<file path="src/design/rv_isa_pkg.sv">
// RV32I base encodings only; no compressed forms, all immediates are sign-extended to 32 bits
package rv_isa_pkg;

  //////////////////////////////////////////////////////////////////////
  // Widths
  //////////////////////////////////////////////////////////////////////

  typedef logic [31:0] xlen_t;
  typedef logic [31:0] instr_t;
  typedef logic [4:0]  reg_t;
  typedef logic [6:0]  opcode_t;

  // Major opcodes, bits [6:0]
  localparam opcode_t OPC_LUI    = 7'b0110111;
  localparam opcode_t OPC_AUIPC  = 7'b0010111;
  localparam opcode_t OPC_JAL    = 7'b1101111;
  localparam opcode_t OPC_JALR   = 7'b1100111;
  localparam opcode_t OPC_BRANCH = 7'b1100011;
  localparam opcode_t OPC_LOAD   = 7'b0000011;
  localparam opcode_t OPC_STORE  = 7'b0100011;
  localparam opcode_t OPC_OPIMM  = 7'b0010011;
  localparam opcode_t OPC_OP     = 7'b0110011;
  localparam opcode_t OPC_SYSTEM = 7'b1110011;

  // funct3 of the Zicsr forms under OPC_SYSTEM
  localparam logic [2:0] F3_CSRRW  = 3'b001;
  localparam logic [2:0] F3_CSRRS  = 3'b010;
  localparam logic [2:0] F3_CSRRC  = 3'b011;
  localparam logic [2:0] F3_CSRRWI = 3'b101;
  localparam logic [2:0] F3_CSRRSI = 3'b110;
  localparam logic [2:0] F3_CSRRCI = 3'b111;

  // addi x0,x0,0
  localparam instr_t INSTR_NOP = 32'h0000_0013;

  //////////////////////////////////////////////////////////////////////
  // Field extraction
  //////////////////////////////////////////////////////////////////////

  function automatic opcode_t get_opcode(instr_t i);
    return i[6:0];
  endfunction

  function automatic reg_t get_rd(instr_t i);
    return i[11:7];
  endfunction

  // Also the zimm field of the CSR immediate forms
  function automatic reg_t get_rs1(instr_t i);
    return i[19:15];
  endfunction

  function automatic reg_t get_rs2(instr_t i);
    return i[24:20];
  endfunction

  function automatic logic [2:0] get_funct3(instr_t i);
    return i[14:12];
  endfunction

  // Immediates, sign bit always at i[31]
  function automatic xlen_t imm_i(instr_t i);
    return {{20{i[31]}}, i[31:20]};
  endfunction

  function automatic xlen_t imm_s(instr_t i);
    return {{20{i[31]}}, i[31:25], i[11:7]};
  endfunction

  function automatic xlen_t imm_b(instr_t i);
    return {{19{i[31]}}, i[31], i[7], i[30:25], i[11:8], 1'b0};
  endfunction

  function automatic xlen_t imm_u(instr_t i);
    return {i[31:12], 12'h000};
  endfunction

  function automatic xlen_t imm_j(instr_t i);
    return {{11{i[31]}}, i[31], i[19:12], i[20], i[30:21], 1'b0};
  endfunction

endpackage

</file>
<file path="src/design/rv_pipe_pkg.sv">
// Front-end pipeline records; the PC is word aligned and the reset address is fixed at 0x200
package rv_pipe_pkg;

  //////////////////////////////////////////////////////////////////////
  // Addresses
  //////////////////////////////////////////////////////////////////////

  typedef logic [31:0] pc_t;

  // Reset fetch address
  localparam pc_t PC_INIT = 32'h0000_0200;

  //////////////////////////////////////////////////////////////////////
  // Stage records
  //////////////////////////////////////////////////////////////////////

  // Instruction with its kill flag
  typedef struct packed {
    rv_isa_pkg::instr_t instr;
    logic               bubble;
  } insn_t;

  // Issue exceptions; any is the OR of all causes
  typedef struct packed {
    logic illegal;
    logic any;
  } except_t;

  // Coarse operation class handed to the back end
  typedef enum logic [3:0] {
    ALU_REG,
    ALU_IMM,
    LOAD,
    STORE,
    BRANCH,
    JUMP,
    UPPER,
    SYSTEM,
    NONE
  } op_class_e;

  // Decoded operation record
  typedef struct packed {
    logic              valid;
    pc_t               pc;
    op_class_e         op_class;
    rv_isa_pkg::reg_t  rd;
    rv_isa_pkg::reg_t  rs1;
    rv_isa_pkg::reg_t  rs2;
    rv_isa_pkg::xlen_t imm;
    logic              pred_taken;
  } id_op_t;

endpackage

</file>
<file path="src/design/rv_fetch.sv">
// Instruction port is combinational and never waits; redirect targets must be word aligned
`timescale 1ns/1ns

module rv_fetch (
  input  logic                   clk_i,
  input  logic                   rst_ni,

  // Control from pre-decode
  input  logic                   pd_stall_i,
  input  logic                   pd_flush_i,
  input  rv_pipe_pkg::pc_t       bu_nxt_pc_i,
  input  logic                   pd_latch_nxt_pc_i,
  input  rv_pipe_pkg::pc_t       pd_nxt_pc_i,

  // Instruction memory
  output rv_pipe_pkg::pc_t       imem_addr_o,
  input  rv_isa_pkg::instr_t     imem_data_i,

  // To pre-decode, same cycle
  output rv_pipe_pkg::insn_t     if_insn_o,
  output rv_pipe_pkg::pc_t       if_pc_o
);

  import rv_pipe_pkg::*;

  localparam pc_t PC_STEP = 32'd4;

  pc_t pc_q;
  pc_t pc_d;

  //////////////////////////////////////////////////////////////////////
  // Next PC
  //////////////////////////////////////////////////////////////////////

  // Branch-unit flush beats prediction, prediction beats hold
  always_comb begin
    if (pd_flush_i) begin
      pc_d = bu_nxt_pc_i;
    end else if (pd_latch_nxt_pc_i) begin
      pc_d = pd_nxt_pc_i;
    end else if (pd_stall_i) begin
      pc_d = pc_q;
    end else begin
      pc_d = pc_q + PC_STEP;
    end
  end

  always_ff @(posedge clk_i or negedge rst_ni) begin
    if (!rst_ni) begin
      pc_q <= PC_INIT;
    end else begin
      pc_q <= pc_d;
    end
  end

  //////////////////////////////////////////////////////////////////////
  // Outputs
  //////////////////////////////////////////////////////////////////////

  assign imem_addr_o = pc_q;
  assign if_pc_o     = pc_q;

  // Memory answers in the same cycle
  always_comb begin
    if_insn_o.instr  = imem_data_i;
    // Killing wrong-path words is left to pre-decode
    if_insn_o.bubble = 1'b0;
  end

  // Redirect sources must keep the PC on a word boundary
  a_pc_aligned : assert property (@(posedge clk_i) disable iff (!rst_ni)
    pc_q[1:0] == 2'b00);

  // A flush always lands, whatever stall is active
  a_flush_lands : assert property (@(posedge clk_i) disable iff (!rst_ni)
    pd_flush_i |=> pc_q == $past(bu_nxt_pc_i));

endmodule

</file>
<file path="src/design/rv_predecode.sv">
// Static prediction only (backward taken); back-to-back taken redirects cost one hold cycle
`timescale 1ns/1ns

module rv_predecode (
  input  logic                   clk_i,
  input  logic                   rst_ni,

  // Pipeline control
  input  logic                   id_stall_i,
  output logic                   pd_stall_o,
  input  logic                   bu_flush_i,
  input  rv_pipe_pkg::pc_t       bu_nxt_pc_i,
  output logic                   pd_flush_o,

  // From fetch
  input  rv_pipe_pkg::insn_t     if_insn_i,
  input  rv_pipe_pkg::pc_t       if_pc_i,

  // From issue
  input  rv_pipe_pkg::except_t   id_except_i,

  // To issue, registered
  output rv_pipe_pkg::insn_t     pd_insn_o,
  output rv_pipe_pkg::pc_t       pd_pc_o,

  // Predicted redirect to fetch
  output rv_pipe_pkg::pc_t       pd_nxt_pc_o,
  output logic                   pd_latch_nxt_pc_o,
  output logic                   pd_pred_taken_o
);

  import rv_isa_pkg::*;
  import rv_pipe_pkg::*;

  opcode_t    opcode;
  logic [2:0] funct3;
  reg_t       rs1;
  xlen_t      ext_imm_j;
  xlen_t      ext_imm_b;
  logic       is_jal;
  logic       is_branch;
  logic       branch_taken;
  logic       csr_write;
  logic       strobe_q;
  logic       redir_hold;
  logic       csr_stall_q;
  logic       local_stall;

  assign opcode    = get_opcode(if_insn_i.instr);
  assign funct3    = get_funct3(if_insn_i.instr);
  assign rs1       = get_rs1(if_insn_i.instr);
  assign ext_imm_j = imm_j(if_insn_i.instr);
  assign ext_imm_b = imm_b(if_insn_i.instr);

  assign pd_flush_o = bu_flush_i;

  //////////////////////////////////////////////////////////////////////
  // Static prediction
  //////////////////////////////////////////////////////////////////////

  assign is_jal    = ~if_insn_i.bubble & (opcode == OPC_JAL);
  assign is_branch = ~if_insn_i.bubble & (opcode == OPC_BRANCH);

  // JAL always, branch only when jumping backward
  assign branch_taken = is_jal | (is_branch & ext_imm_b[31]);

  // Target adder, JAL or branch offset
  assign pd_nxt_pc_o = if_pc_i + (is_jal ? ext_imm_j : ext_imm_b);

  // Strobe only when the jump is actually taken into the register
  assign pd_latch_nxt_pc_o = branch_taken & ~strobe_q & ~pd_stall_o & ~bu_flush_i;

  // Target right after a redirect is a taken jump again
  // hold it one cycle so the strobe can drop first
  assign redir_hold = branch_taken & strobe_q;

  always_ff @(posedge clk_i or negedge rst_ni) begin
    if (!rst_ni) begin
      strobe_q <= 1'b0;
    end else begin
      strobe_q <= pd_latch_nxt_pc_o;
    end
  end

  //////////////////////////////////////////////////////////////////////
  // CSR write stall
  //////////////////////////////////////////////////////////////////////

  // Writes that change state; zimm sits in the rs1 slot
  always_comb begin
    csr_write = 1'b0;
    if (opcode == OPC_SYSTEM) begin
      case (funct3)
        F3_CSRRW, F3_CSRRWI: csr_write = 1'b1;
        F3_CSRRS, F3_CSRRC:  csr_write = |rs1;
        F3_CSRRSI, F3_CSRRCI: csr_write = |rs1;
        default:             csr_write = 1'b0;
      endcase
    end
  end

  // Set when the CSR write enters pre-decode, cleared once the bubble goes out
  always_ff @(posedge clk_i or negedge rst_ni) begin
    if (!rst_ni) begin
      csr_stall_q <= 1'b0;
    end else if (bu_flush_i) begin
      csr_stall_q <= 1'b0;
    end else if (!id_stall_i) begin
      if (csr_stall_q) begin
        csr_stall_q <= 1'b0;
      end else begin
        csr_stall_q <= csr_write & ~if_insn_i.bubble & ~redir_hold;
      end
    end
  end

  assign local_stall = csr_stall_q | redir_hold;
  assign pd_stall_o  = id_stall_i | local_stall;

  //////////////////////////////////////////////////////////////////////
  // Stage register
  //////////////////////////////////////////////////////////////////////

  // Flush first, then exception kill, then issue hold
  always_ff @(posedge clk_i or negedge rst_ni) begin
    if (!rst_ni) begin
      pd_insn_o.instr  <= INSTR_NOP;
      pd_insn_o.bubble <= 1'b1;
      pd_pc_o          <= PC_INIT;
      pd_pred_taken_o  <= 1'b0;
    end else if (bu_flush_i) begin
      pd_insn_o.bubble <= 1'b1;
      pd_pc_o          <= bu_nxt_pc_i;
      pd_pred_taken_o  <= 1'b0;
    end else if (id_except_i.any) begin
      pd_insn_o.bubble <= 1'b1;
      pd_pred_taken_o  <= 1'b0;
    end else if (!id_stall_i) begin
      pd_insn_o.instr  <= if_insn_i.instr;
      pd_pc_o          <= if_pc_i;
      // Local stall turns this slot into a bubble, fetch replays the word
      pd_insn_o.bubble <= if_insn_i.bubble | local_stall;
      pd_pred_taken_o  <= branch_taken & ~local_stall;
    end
  end

  // One latch per taken prediction
  a_strobe_single : assert property (@(posedge clk_i) disable iff (!rst_ni)
    pd_latch_nxt_pc_o |=> !pd_latch_nxt_pc_o);

endmodule

</file>
<file path="src/design/rv_issue.sv">
// Opcode-level decode only; after an illegal opcode nothing issues until bu_flush_i
`timescale 1ns/1ns

module rv_issue (
  input  logic                   clk_i,
  input  logic                   rst_ni,
  input  logic                   id_stall_i,
  input  logic                   bu_flush_i,

  // From pre-decode
  input  rv_pipe_pkg::insn_t     pd_insn_i,
  input  rv_pipe_pkg::pc_t       pd_pc_i,
  input  logic                   pd_pred_taken_i,

  // Held while id_stall_i is high; a record is taken when valid and not stalled
  output rv_pipe_pkg::id_op_t    id_op_o,
  output rv_pipe_pkg::except_t   id_except_o
);

  import rv_isa_pkg::*;
  import rv_pipe_pkg::*;

  id_op_t  op_d;
  opcode_t opcode;
  logic    live;
  logic    illegal;
  logic    halt_q;

  assign opcode = get_opcode(pd_insn_i.instr);

  // Nothing new goes out once an illegal opcode has issued
  assign live = ~pd_insn_i.bubble & ~halt_q;

  //////////////////////////////////////////////////////////////////////
  // Decode
  //////////////////////////////////////////////////////////////////////

  always_comb begin
    op_d            = '0;
    op_d.valid      = live;
    op_d.pc         = pd_pc_i;
    op_d.rd         = get_rd(pd_insn_i.instr);
    op_d.rs1        = get_rs1(pd_insn_i.instr);
    op_d.rs2        = get_rs2(pd_insn_i.instr);
    op_d.pred_taken = pd_pred_taken_i;
    case (opcode)
      OPC_LUI, OPC_AUIPC: begin
        op_d.op_class = UPPER;
        op_d.imm      = imm_u(pd_insn_i.instr);
      end
      OPC_JAL: begin
        op_d.op_class = JUMP;
        op_d.imm      = imm_j(pd_insn_i.instr);
      end
      // JALR keeps the I-type offset
      OPC_JALR: begin
        op_d.op_class = JUMP;
        op_d.imm      = imm_i(pd_insn_i.instr);
      end
      OPC_BRANCH: begin
        op_d.op_class = BRANCH;
        op_d.imm      = imm_b(pd_insn_i.instr);
      end
      OPC_LOAD: begin
        op_d.op_class = LOAD;
        op_d.imm      = imm_i(pd_insn_i.instr);
      end
      OPC_STORE: begin
        op_d.op_class = STORE;
        op_d.imm      = imm_s(pd_insn_i.instr);
      end
      OPC_OPIMM: begin
        op_d.op_class = ALU_IMM;
        op_d.imm      = imm_i(pd_insn_i.instr);
      end
      // Register form, imm stays zero
      OPC_OP: op_d.op_class = ALU_REG;
      // CSR address rides in imm
      OPC_SYSTEM: begin
        op_d.op_class = SYSTEM;
        op_d.imm      = imm_i(pd_insn_i.instr);
      end
      default: op_d.op_class = NONE;
    endcase
    illegal = live & (op_d.op_class == NONE);
  end

  //////////////////////////////////////////////////////////////////////
  // Stage register
  //////////////////////////////////////////////////////////////////////

  always_ff @(posedge clk_i or negedge rst_ni) begin
    if (!rst_ni) begin
      id_op_o     <= '0;
      id_except_o <= '0;
      halt_q      <= 1'b0;
    end else if (bu_flush_i) begin
      id_op_o.valid <= 1'b0;
      id_except_o   <= '0;
      halt_q        <= 1'b0;
    end else if (!id_stall_i) begin
      id_op_o             <= op_d;
      id_except_o.illegal <= illegal;
      id_except_o.any     <= illegal;
      halt_q              <= halt_q | illegal;
    end else begin
      // Exception is a single-cycle pulse
      id_except_o <= '0;
    end
  end

  // A killed slot from pre-decode never turns into a valid record
  a_bubble_invalid : assert property (@(posedge clk_i) disable iff (!rst_ni)
    pd_insn_i.bubble && !id_stall_i && !bu_flush_i |=> !id_op_o.valid);

endmodule

</file>
<file path="src/design/rv_frontend.sv">
// Fetch to issue in two cycles; stall_i is the downstream back-pressure and freezes the whole front end
`timescale 1ns/1ns

module rv_frontend (
  input  logic                   clk_i,
  input  logic                   rst_ni,
  input  logic                   stall_i,

  // Branch-unit redirect
  input  logic                   bu_flush_i,
  input  rv_pipe_pkg::pc_t       bu_nxt_pc_i,

  // Instruction memory
  output rv_pipe_pkg::pc_t       imem_addr_o,
  input  rv_isa_pkg::instr_t     imem_data_i,

  // Issue output
  output rv_pipe_pkg::id_op_t    id_op_o,
  output rv_pipe_pkg::except_t   id_except_o
);

  import rv_pipe_pkg::*;

  // Fetch to pre-decode
  insn_t if_insn;
  pc_t   if_pc;

  // Pre-decode to fetch
  logic  pd_stall;
  logic  pd_flush;
  pc_t   pd_nxt_pc;
  logic  pd_latch_nxt_pc;

  // Pre-decode to issue
  insn_t pd_insn;
  pc_t   pd_pc;
  logic  pd_pred_taken;

  //////////////////////////////////////////////////////////////////////
  // Stages
  //////////////////////////////////////////////////////////////////////

  rv_fetch u_fetch (
    .clk_i             (clk_i),
    .rst_ni            (rst_ni),
    .pd_stall_i        (pd_stall),
    .pd_flush_i        (pd_flush),
    .bu_nxt_pc_i       (bu_nxt_pc_i),
    .pd_latch_nxt_pc_i (pd_latch_nxt_pc),
    .pd_nxt_pc_i       (pd_nxt_pc),
    .imem_addr_o       (imem_addr_o),
    .imem_data_i       (imem_data_i),
    .if_insn_o         (if_insn),
    .if_pc_o           (if_pc)
  );

  rv_predecode u_predecode (
    .clk_i             (clk_i),
    .rst_ni            (rst_ni),
    .id_stall_i        (stall_i),
    .pd_stall_o        (pd_stall),
    .bu_flush_i        (bu_flush_i),
    .bu_nxt_pc_i       (bu_nxt_pc_i),
    .pd_flush_o        (pd_flush),
    .if_insn_i         (if_insn),
    .if_pc_i           (if_pc),
    .id_except_i       (id_except_o),
    .pd_insn_o         (pd_insn),
    .pd_pc_o           (pd_pc),
    .pd_nxt_pc_o       (pd_nxt_pc),
    .pd_latch_nxt_pc_o (pd_latch_nxt_pc),
    .pd_pred_taken_o   (pd_pred_taken)
  );

  rv_issue u_issue (
    .clk_i             (clk_i),
    .rst_ni            (rst_ni),
    .id_stall_i        (stall_i),
    .bu_flush_i        (bu_flush_i),
    .pd_insn_i         (pd_insn),
    .pd_pc_i           (pd_pc),
    .pd_pred_taken_i   (pd_pred_taken),
    .id_op_o           (id_op_o),
    .id_except_o       (id_except_o)
  );

endmodule

</file>
<file path="config.mk">
export PLATFORM = sky130hd
export DESIGN_NAME = rv_frontend
export DESIGN_NICKNAME = d
export VERILOG_FILES = /design/src/design/rv_isa_pkg.sv /design/src/design/rv_pipe_pkg.sv /design/src/design/rv_fetch.sv /design/src/design/rv_predecode.sv /design/src/design/rv_issue.sv /design/src/design/rv_frontend.sv
export SDC_FILE = /design/constraint.sdc
export NUM_CORES = 1
export LEC_CHECK = 0
export BUFFER_PORTS_ARGS = -buffer_cell sky130_fd_sc_hd__clkbuf_2
export CAP_MARGIN = 20
export CORE_ASPECT_RATIO = 1.75
export CORE_MARGIN = 4
export CORE_UTILIZATION = 50
export CTS_BUF_LIST = sky130_fd_sc_hd__clkbuf_8 sky130_fd_sc_hd__clkbuf_16
export CTS_CLUSTER_SIZE = 40
export DETAILED_ROUTE_END_ITERATION = 10
export GPL_ROUTABILITY_DRIVEN = 0
export PLACE_DENSITY = 0.75
export SLEW_MARGIN = 10
export SYNTH_ARGS = -nofsm -noshare
export SYNTH_HDL_FRONTEND = slang
export SYNTH_SLANG_ARGS = --single-unit
</file>
<file path="constraint.sdc">
create_clock -name clk_i -period 9.5 [get_ports clk_i]
set_input_delay 0.475 -clock clk_i [delete_from_list [all_inputs] [get_ports clk_i]]
set_output_delay 0.475 -clock clk_i [all_outputs]
set_load 0.005 [all_outputs]
</file>
Word level (Yosys, flattened, before mapping). Index checks and enable logic that the tools add are counted.

Muxes and demuxes: 26. Bitwise logic cells: 22. $add $sub $neg: 2. Equal/unequal tests: 24. Reduce and logical (&&, ||, !) cells: 9.

Operators with widths (count): two-way mux 32 bit (6); case mux 32 bit (5 select lines) (1); two-way mux 85 bit (1); == test 7 bit (second input constant) (7); adder 32 x 3 -> 32 bit (second input constant) (1); adder 32 bit (1); case mux 4 bit (8 select lines) (1); == test 7 x 6 -> 1 bit (second input constant) (3); two-way mux 20 bit (1); == test 7 x 5 -> 1 bit (second input constant) (2); two-way mux 1 bit (13); bitwise AND 1 bit (9); == test 3 bit (second input constant) (3); inverter 1 bit (9); OR reduction 4 bit (2); == test 7 x 2 -> 1 bit (second input constant) (1); == test 3 x 2 -> 1 bit (second input constant) (2); OR reduction 2 bit (3); OR reduction 5 bit (1); == test 4 bit (second input constant) (1); two-way mux 2 bit (2); OR 1 bit (4); AND reduction 2 bit (2); == test 3 x 1 -> 1 bit (second input constant) (1); 6 further kinds (6).

Output and inout bits: 119. Word-level logic and storage cells: 101. Flip-flop bits (word level): 188. Input bits: 68.

Depth between registers and ports, before layout.
Depth after elaboration: 11. Mapped depth: 17. Depth with buffers taken out: 15.

Cells and area by module. From an unflattened synthesis, not the netlist that was laid out.

Cells, all modules: 1249. Area, all modules: 11408.4 µm².

By module, submodules not included: rv_predecode (instances 1, cells each 509, area an instance 4860.9 µm²); rv_issue (instances 1, cells each 394, area an instance 3761.1 µm²); rv_fetch (instances 1, cells each 346, area an instance 2786.4 µm²).

Worst setup path before layout. No wires, ideal clock.

Kind: input to register. Start: input port imem_data_i[5]. End: register u_fetch.pc_q[29], in the netlist u_fetch.if_pc_o[29]. Stages on the path: 15. Setup time: 126 ps. Setup slack: 4845 ps. Data required time: 9374 ps. Arrival: 4529 ps. Path through: nand4_1 nor3_1 clkbuf_1 mux2_2 fa_1 a21o_1 a221oi_2 o221ai_2 a41o_2 a221o_2 a221o_1 a31oi_1 xor2_1 nor2_1 a221o_1.

Longest elaborated chain between the ends: 11.

RTL lines: from (decl) (RTL line rv_frontend.sv:15) `input rv_isa_pkg::instr_t imem_data_i,`; parallel branches: the longest is 11 deep, another holds adder 32 bit; to (signal assigned) (RTL line rv_fetch.sv:52) `pc_q <= pc_d;`; to (decl) (RTL line rv_fetch.sv:28) `pc_t pc_q;`.

Parallel ways; which one is timed is not known. A chain may end at the register's enable or synchronous reset.

Worst setup path in the final report.
Start: input port imem_data_i[5]. End: register u_fetch.pc_q[27], in the netlist u_fetch.if_pc_o[27].

Same word-level chain as after synthesis.

==> impl_metrics.json <==
{
  "drt_pass1_iterations": 5,
  "area_growth_pct": 17.3,
  "wl_per_cell_um": 20.9,
  "initial_core_util_pct": 50.8,
  "worst_skew_pair.late_latency_ns": 0.45,
  "final_cell_area_um2": 11700,
  "root_buffer": "clkbuf_16",
  "synthDistinctLibCells": 67,
  "finalHoldViolations": 0,
  "worstReg2RegStart": "u_fetch.if_pc_o[1]",
  "grtUsageTotal_pct": 28.6,
  "vias_per_cell": 6.04,
  "ff2ff_setup_slack_ns": 5.61,
  "tightest_slew_ns": 1.04,
  "postPlaceCellArea_um2": 11100,
  "power_frac_comb_pct": 21.4,
  "synthFlopType": "dfrtp_1",
  "cts_setup_buffers": 0,
  "async_reset_ff_share_pct": 100,
  "hold_path_class": "input port to async pin",
  "crit_required_ns": 9.80,
  "n_fill_cell": 1736,
  "synth_edf_count": 0,
  "tritoncts": "done",
  "leakage_nw": 5.63,
  "final.period_utilization_pct": 52.1,
  "maxSlewViolCount": 0,
  "drtAntennaViolNets": 0,
  "crit_arrival_ns": 5.25,
  "dp_hpwl_um": 23200,
  "cts_made_buffers": 17,
  "reg2reg_depth": 12,
  "port_buffers": 186,
  "rsz0062_at_grt": "false",
  "synth_seq_cells": 187,
  "seq_area_frac_synth_pct": 46.9,
  "holdBufCountCts": 0,
  "cts.clk_slew.worst_paths_ns": 0.07,
  "grt_antenna_before_repair": 2,
  "first_global_vias": 9012,
  "p_seq_share_pct": 45.2,
  "grt_util_met3_pct": 5.18,
  "finalClockSkew_ns": 0.0159,
  "syn-num-nets": 1206,
  "htreeDepth": 4,
  "syn_inst": 1103,
  "cp-start-kind": "input port",
  "grtUsageMet1_pct": 31.8,
  "layout.nets": 1359,
  "drt-initial-drc-count": 799,
  "power_density_nw_per_um2": 189,
  "drive_gt1_share_pct": 21.7,
  "startpoint": "imem_data_i[5]",
  "vias": 9151,
  "p_sw_w": 0.000719,
  "max-cap-violations": 0,
  "fmax_mhz": 202,
  "finalSetupViolCount": 0,
  "critical_path.max_stage_delay_ns": 0.86,
  "worstPathCellList": "clkbuf_2, nand4_1, nor3_2, mux2_2, ha_1, fa_1, a21o_1, a221oi_2, o221ai_2, a41o_2, a221o_2, a221o_1, a21oi_2, xnor2_1, a221oi_1, o31ai_1",
  "min_period_ns": 4.95,
  "gr-usage-met2_pct": 48.3,
  "clockPowerShare_pct": 33.5,
  "overflow": 0,
  "cp-end-kind": "flip-flop",
  "core-area_um2": 19700,
  "grt_pass1_wl_um": 49300,
  "ctsResizeCount": 0,
  "postLayoutCoreUtil_pct": 59.6,
  "die_width_um": 115,
  "layout.cells.non_filler": 1516,
  "dp_cells": 1482,
  "p_int_w": 0.00149,
  "drc_errors": 0,
  "die_area_um2": 22400,
  "vdd_drop_max_v": 0.000143,
  "cts_sinks": 187,
  "crit_slowest_cell": "nor3_2",
  "place_ws_ns": 4.12,
  "io_pins": 187,
  "syn-cell-area_um2": 9990,
  "r2r-end": "u_fetch.if_pc_o[27]",
  "grt_max_degree": 124,
  "syn_area_per_cell_um2": 9.06,
  "timing.final.ws_setup_ns": 4.55,
  "cts_buffer_depth": 2,
  "num_rows": 68,
  "status": "finished, final reports clean",
  "busiest_layer": "met2",
  "yosys_warnings": 0,
  "critPathMaxFanout": 14,
  "fin_tns_setup_ns": 0,
  "p_sw_share_pct": 32.5,
  "crit_type": "input port to flip-flop",
  "postRouteWirelength_um": 31700,
  "slew_headroom_pct": 30.3,
  "die_h_um": 195
}
## registers in the layout, indices dropped and copies added, names as in the netlist
name,count
u_predecode.pd_pred_taken_o,1
u_issue.id_except_o,1
u_predecode.csr_stall_q,1
u_predecode.pd_pc_o,32
u_issue.halt_q,1
u_fetch.if_pc_o,32
u_predecode.pd_insn_o,33
u_issue.id_op_o,85
u_predecode.strobe_q,1
## worst max-delay path, delay by kind of cell
family | cells | cell delay [ns]
simple gates | 2 | 1.01
fa+ha+maj | 2 | 0.61
mux | 1 | 0.43
buf+inv | 1 | 0.09
xor+xnor | 1 | 0.07
compound gates | 9 | 2.54
## cell type report
cell class | count | area (µm²) | share of cell area (%)
multi-input cells | 843 | 5060 | 43.2
flip-flops and latches | 187 | 4690 | 40.0
repair buffers | 196 | 1010 | 8.66
clock buffers | 17 | 425 | 3.63
well taps | 245 | 307 | 2.62
clock inverters | 15 | 180 | 1.54
inverters | 11 | 41.3 | 0.352
diodes | 2 | 5.00 | 0.0427
## how the worst max path moves through the flow
stage	to	slack [ns]	cells past startpoint
after detailed placement	u_fetch.if_pc_o[27]	4.12	16
after global placement	u_fetch.if_pc_o[29]	4.25	16
final	u_fetch.if_pc_o[27]	4.55	16
after CTS	u_fetch.if_pc_o[27]	4.61	16
after global routing	u_fetch.if_pc_o[31]	4.34	16
after floorplan	u_fetch.if_pc_o[29]	4.85	15
## cells in the final DEF, fill, tap and decap left out, drive strengths merged, types with 17 or more instances in the layout
| cell | count |
|---|---|
| nand2 | 250 |
| clkbuf | 203 |
| dfrtp | 181 |
| a21oi | 87 |
| o21ai | 80 |
| nor2 | 74 |
| mux2 | 37 |
| ha | 34 |
| mux2i | 32 |
| nand3 | 27 |
| a21o | 23 |
| nor3 | 23 |
| xnor2 | 22 |
| inv | 17 |
## routing by layer
layer | wire length [µm] | vias to the layer above | share of wire [%]
li1 | - | 4215 | -
met1 | 11100 | 4402 | 35
met2 | 16300 | 418 | 51
met3 | 1960 | 116 | 6.2
met4 | 2380 | 0 | 7.5
met5 | 0 | - | 0
## logic make-up (layout without fill, tap and decap cells)
kind of cell    Yosys count  in the layout  synth area share, %
buf+inv                  73            239                 2.81
flops                   187            187                 46.9
mux                      69             69                 7.38
other cells               0              2                    0
xor+xnor                 34             34                 2.98
fa+ha+maj                35             35                 4.46
simple gates            420            420                 17.7
compound gates          285            285                 17.8
## synthesized netlist by cell type, types with 3 or more instances
cell type	number	area share, %
a211oi_1	11	0.83
dfstp_2	6	1.6
ha_1	34	4.3
clkbuf_1	54	2.0
nor3_1	23	1.2
mux2_1	12	1.4
o21ai_0	41	2.1
a21oi_1	86	4.3
o211ai_1	6	0.45
nand2_1	250	9.4
buf_1	5	0.19
o31ai_1	9	0.68
nand4_1	8	0.50
nor3b_1	3	0.23
and2_1	3	0.19
nor2_1	73	2.7
xor2_1	12	1.1
a221oi_1	8	0.70
xnor2_1	22	1.9
o22ai_1	11	0.69
mux2_2	25	2.8
o21ai_1	39	2.0
nor2b_1	8	0.50
o21bai_1	3	0.23
o41ai_1	3	0.26
a21o_1	23	1.7
a22o_1	7	0.61
nand3_1	27	1.4
dfrtp_1	181	45
o32ai_1	3	0.26
inv_1	9	0.34
or3_1	4	0.25
mux2i_1	32	3.2
and3_1	12	0.75
a31oi_1	12	0.75
## power by group through the flow
stage,registers [W],clock network [W],logic [W]
finish,0.00100,0.000741,0.000473
global route,0.00101,0.000786,0.000528
CTS,0.000997,0.000750,0.000473
detailed placement,0.00101,0,0.000470
global placement,0.00101,0,0.000459
floorplan,0.000975,0,0.000301
## per-stage QoR
stage / hold WS [ns] / total power [W]
2_1_floorplan: 0.179 / 0.00128
3_3_place_gp: 0.450 / 0.00147
3_5_place_dp: 0.455 / 0.00148
4_1_cts: 0.216 / 0.00222
5_1_grt: 0.264 / 0.00232
6_report: 0.170 / 0.00221
Note: power is estimated with default switching activity, not from simulation.
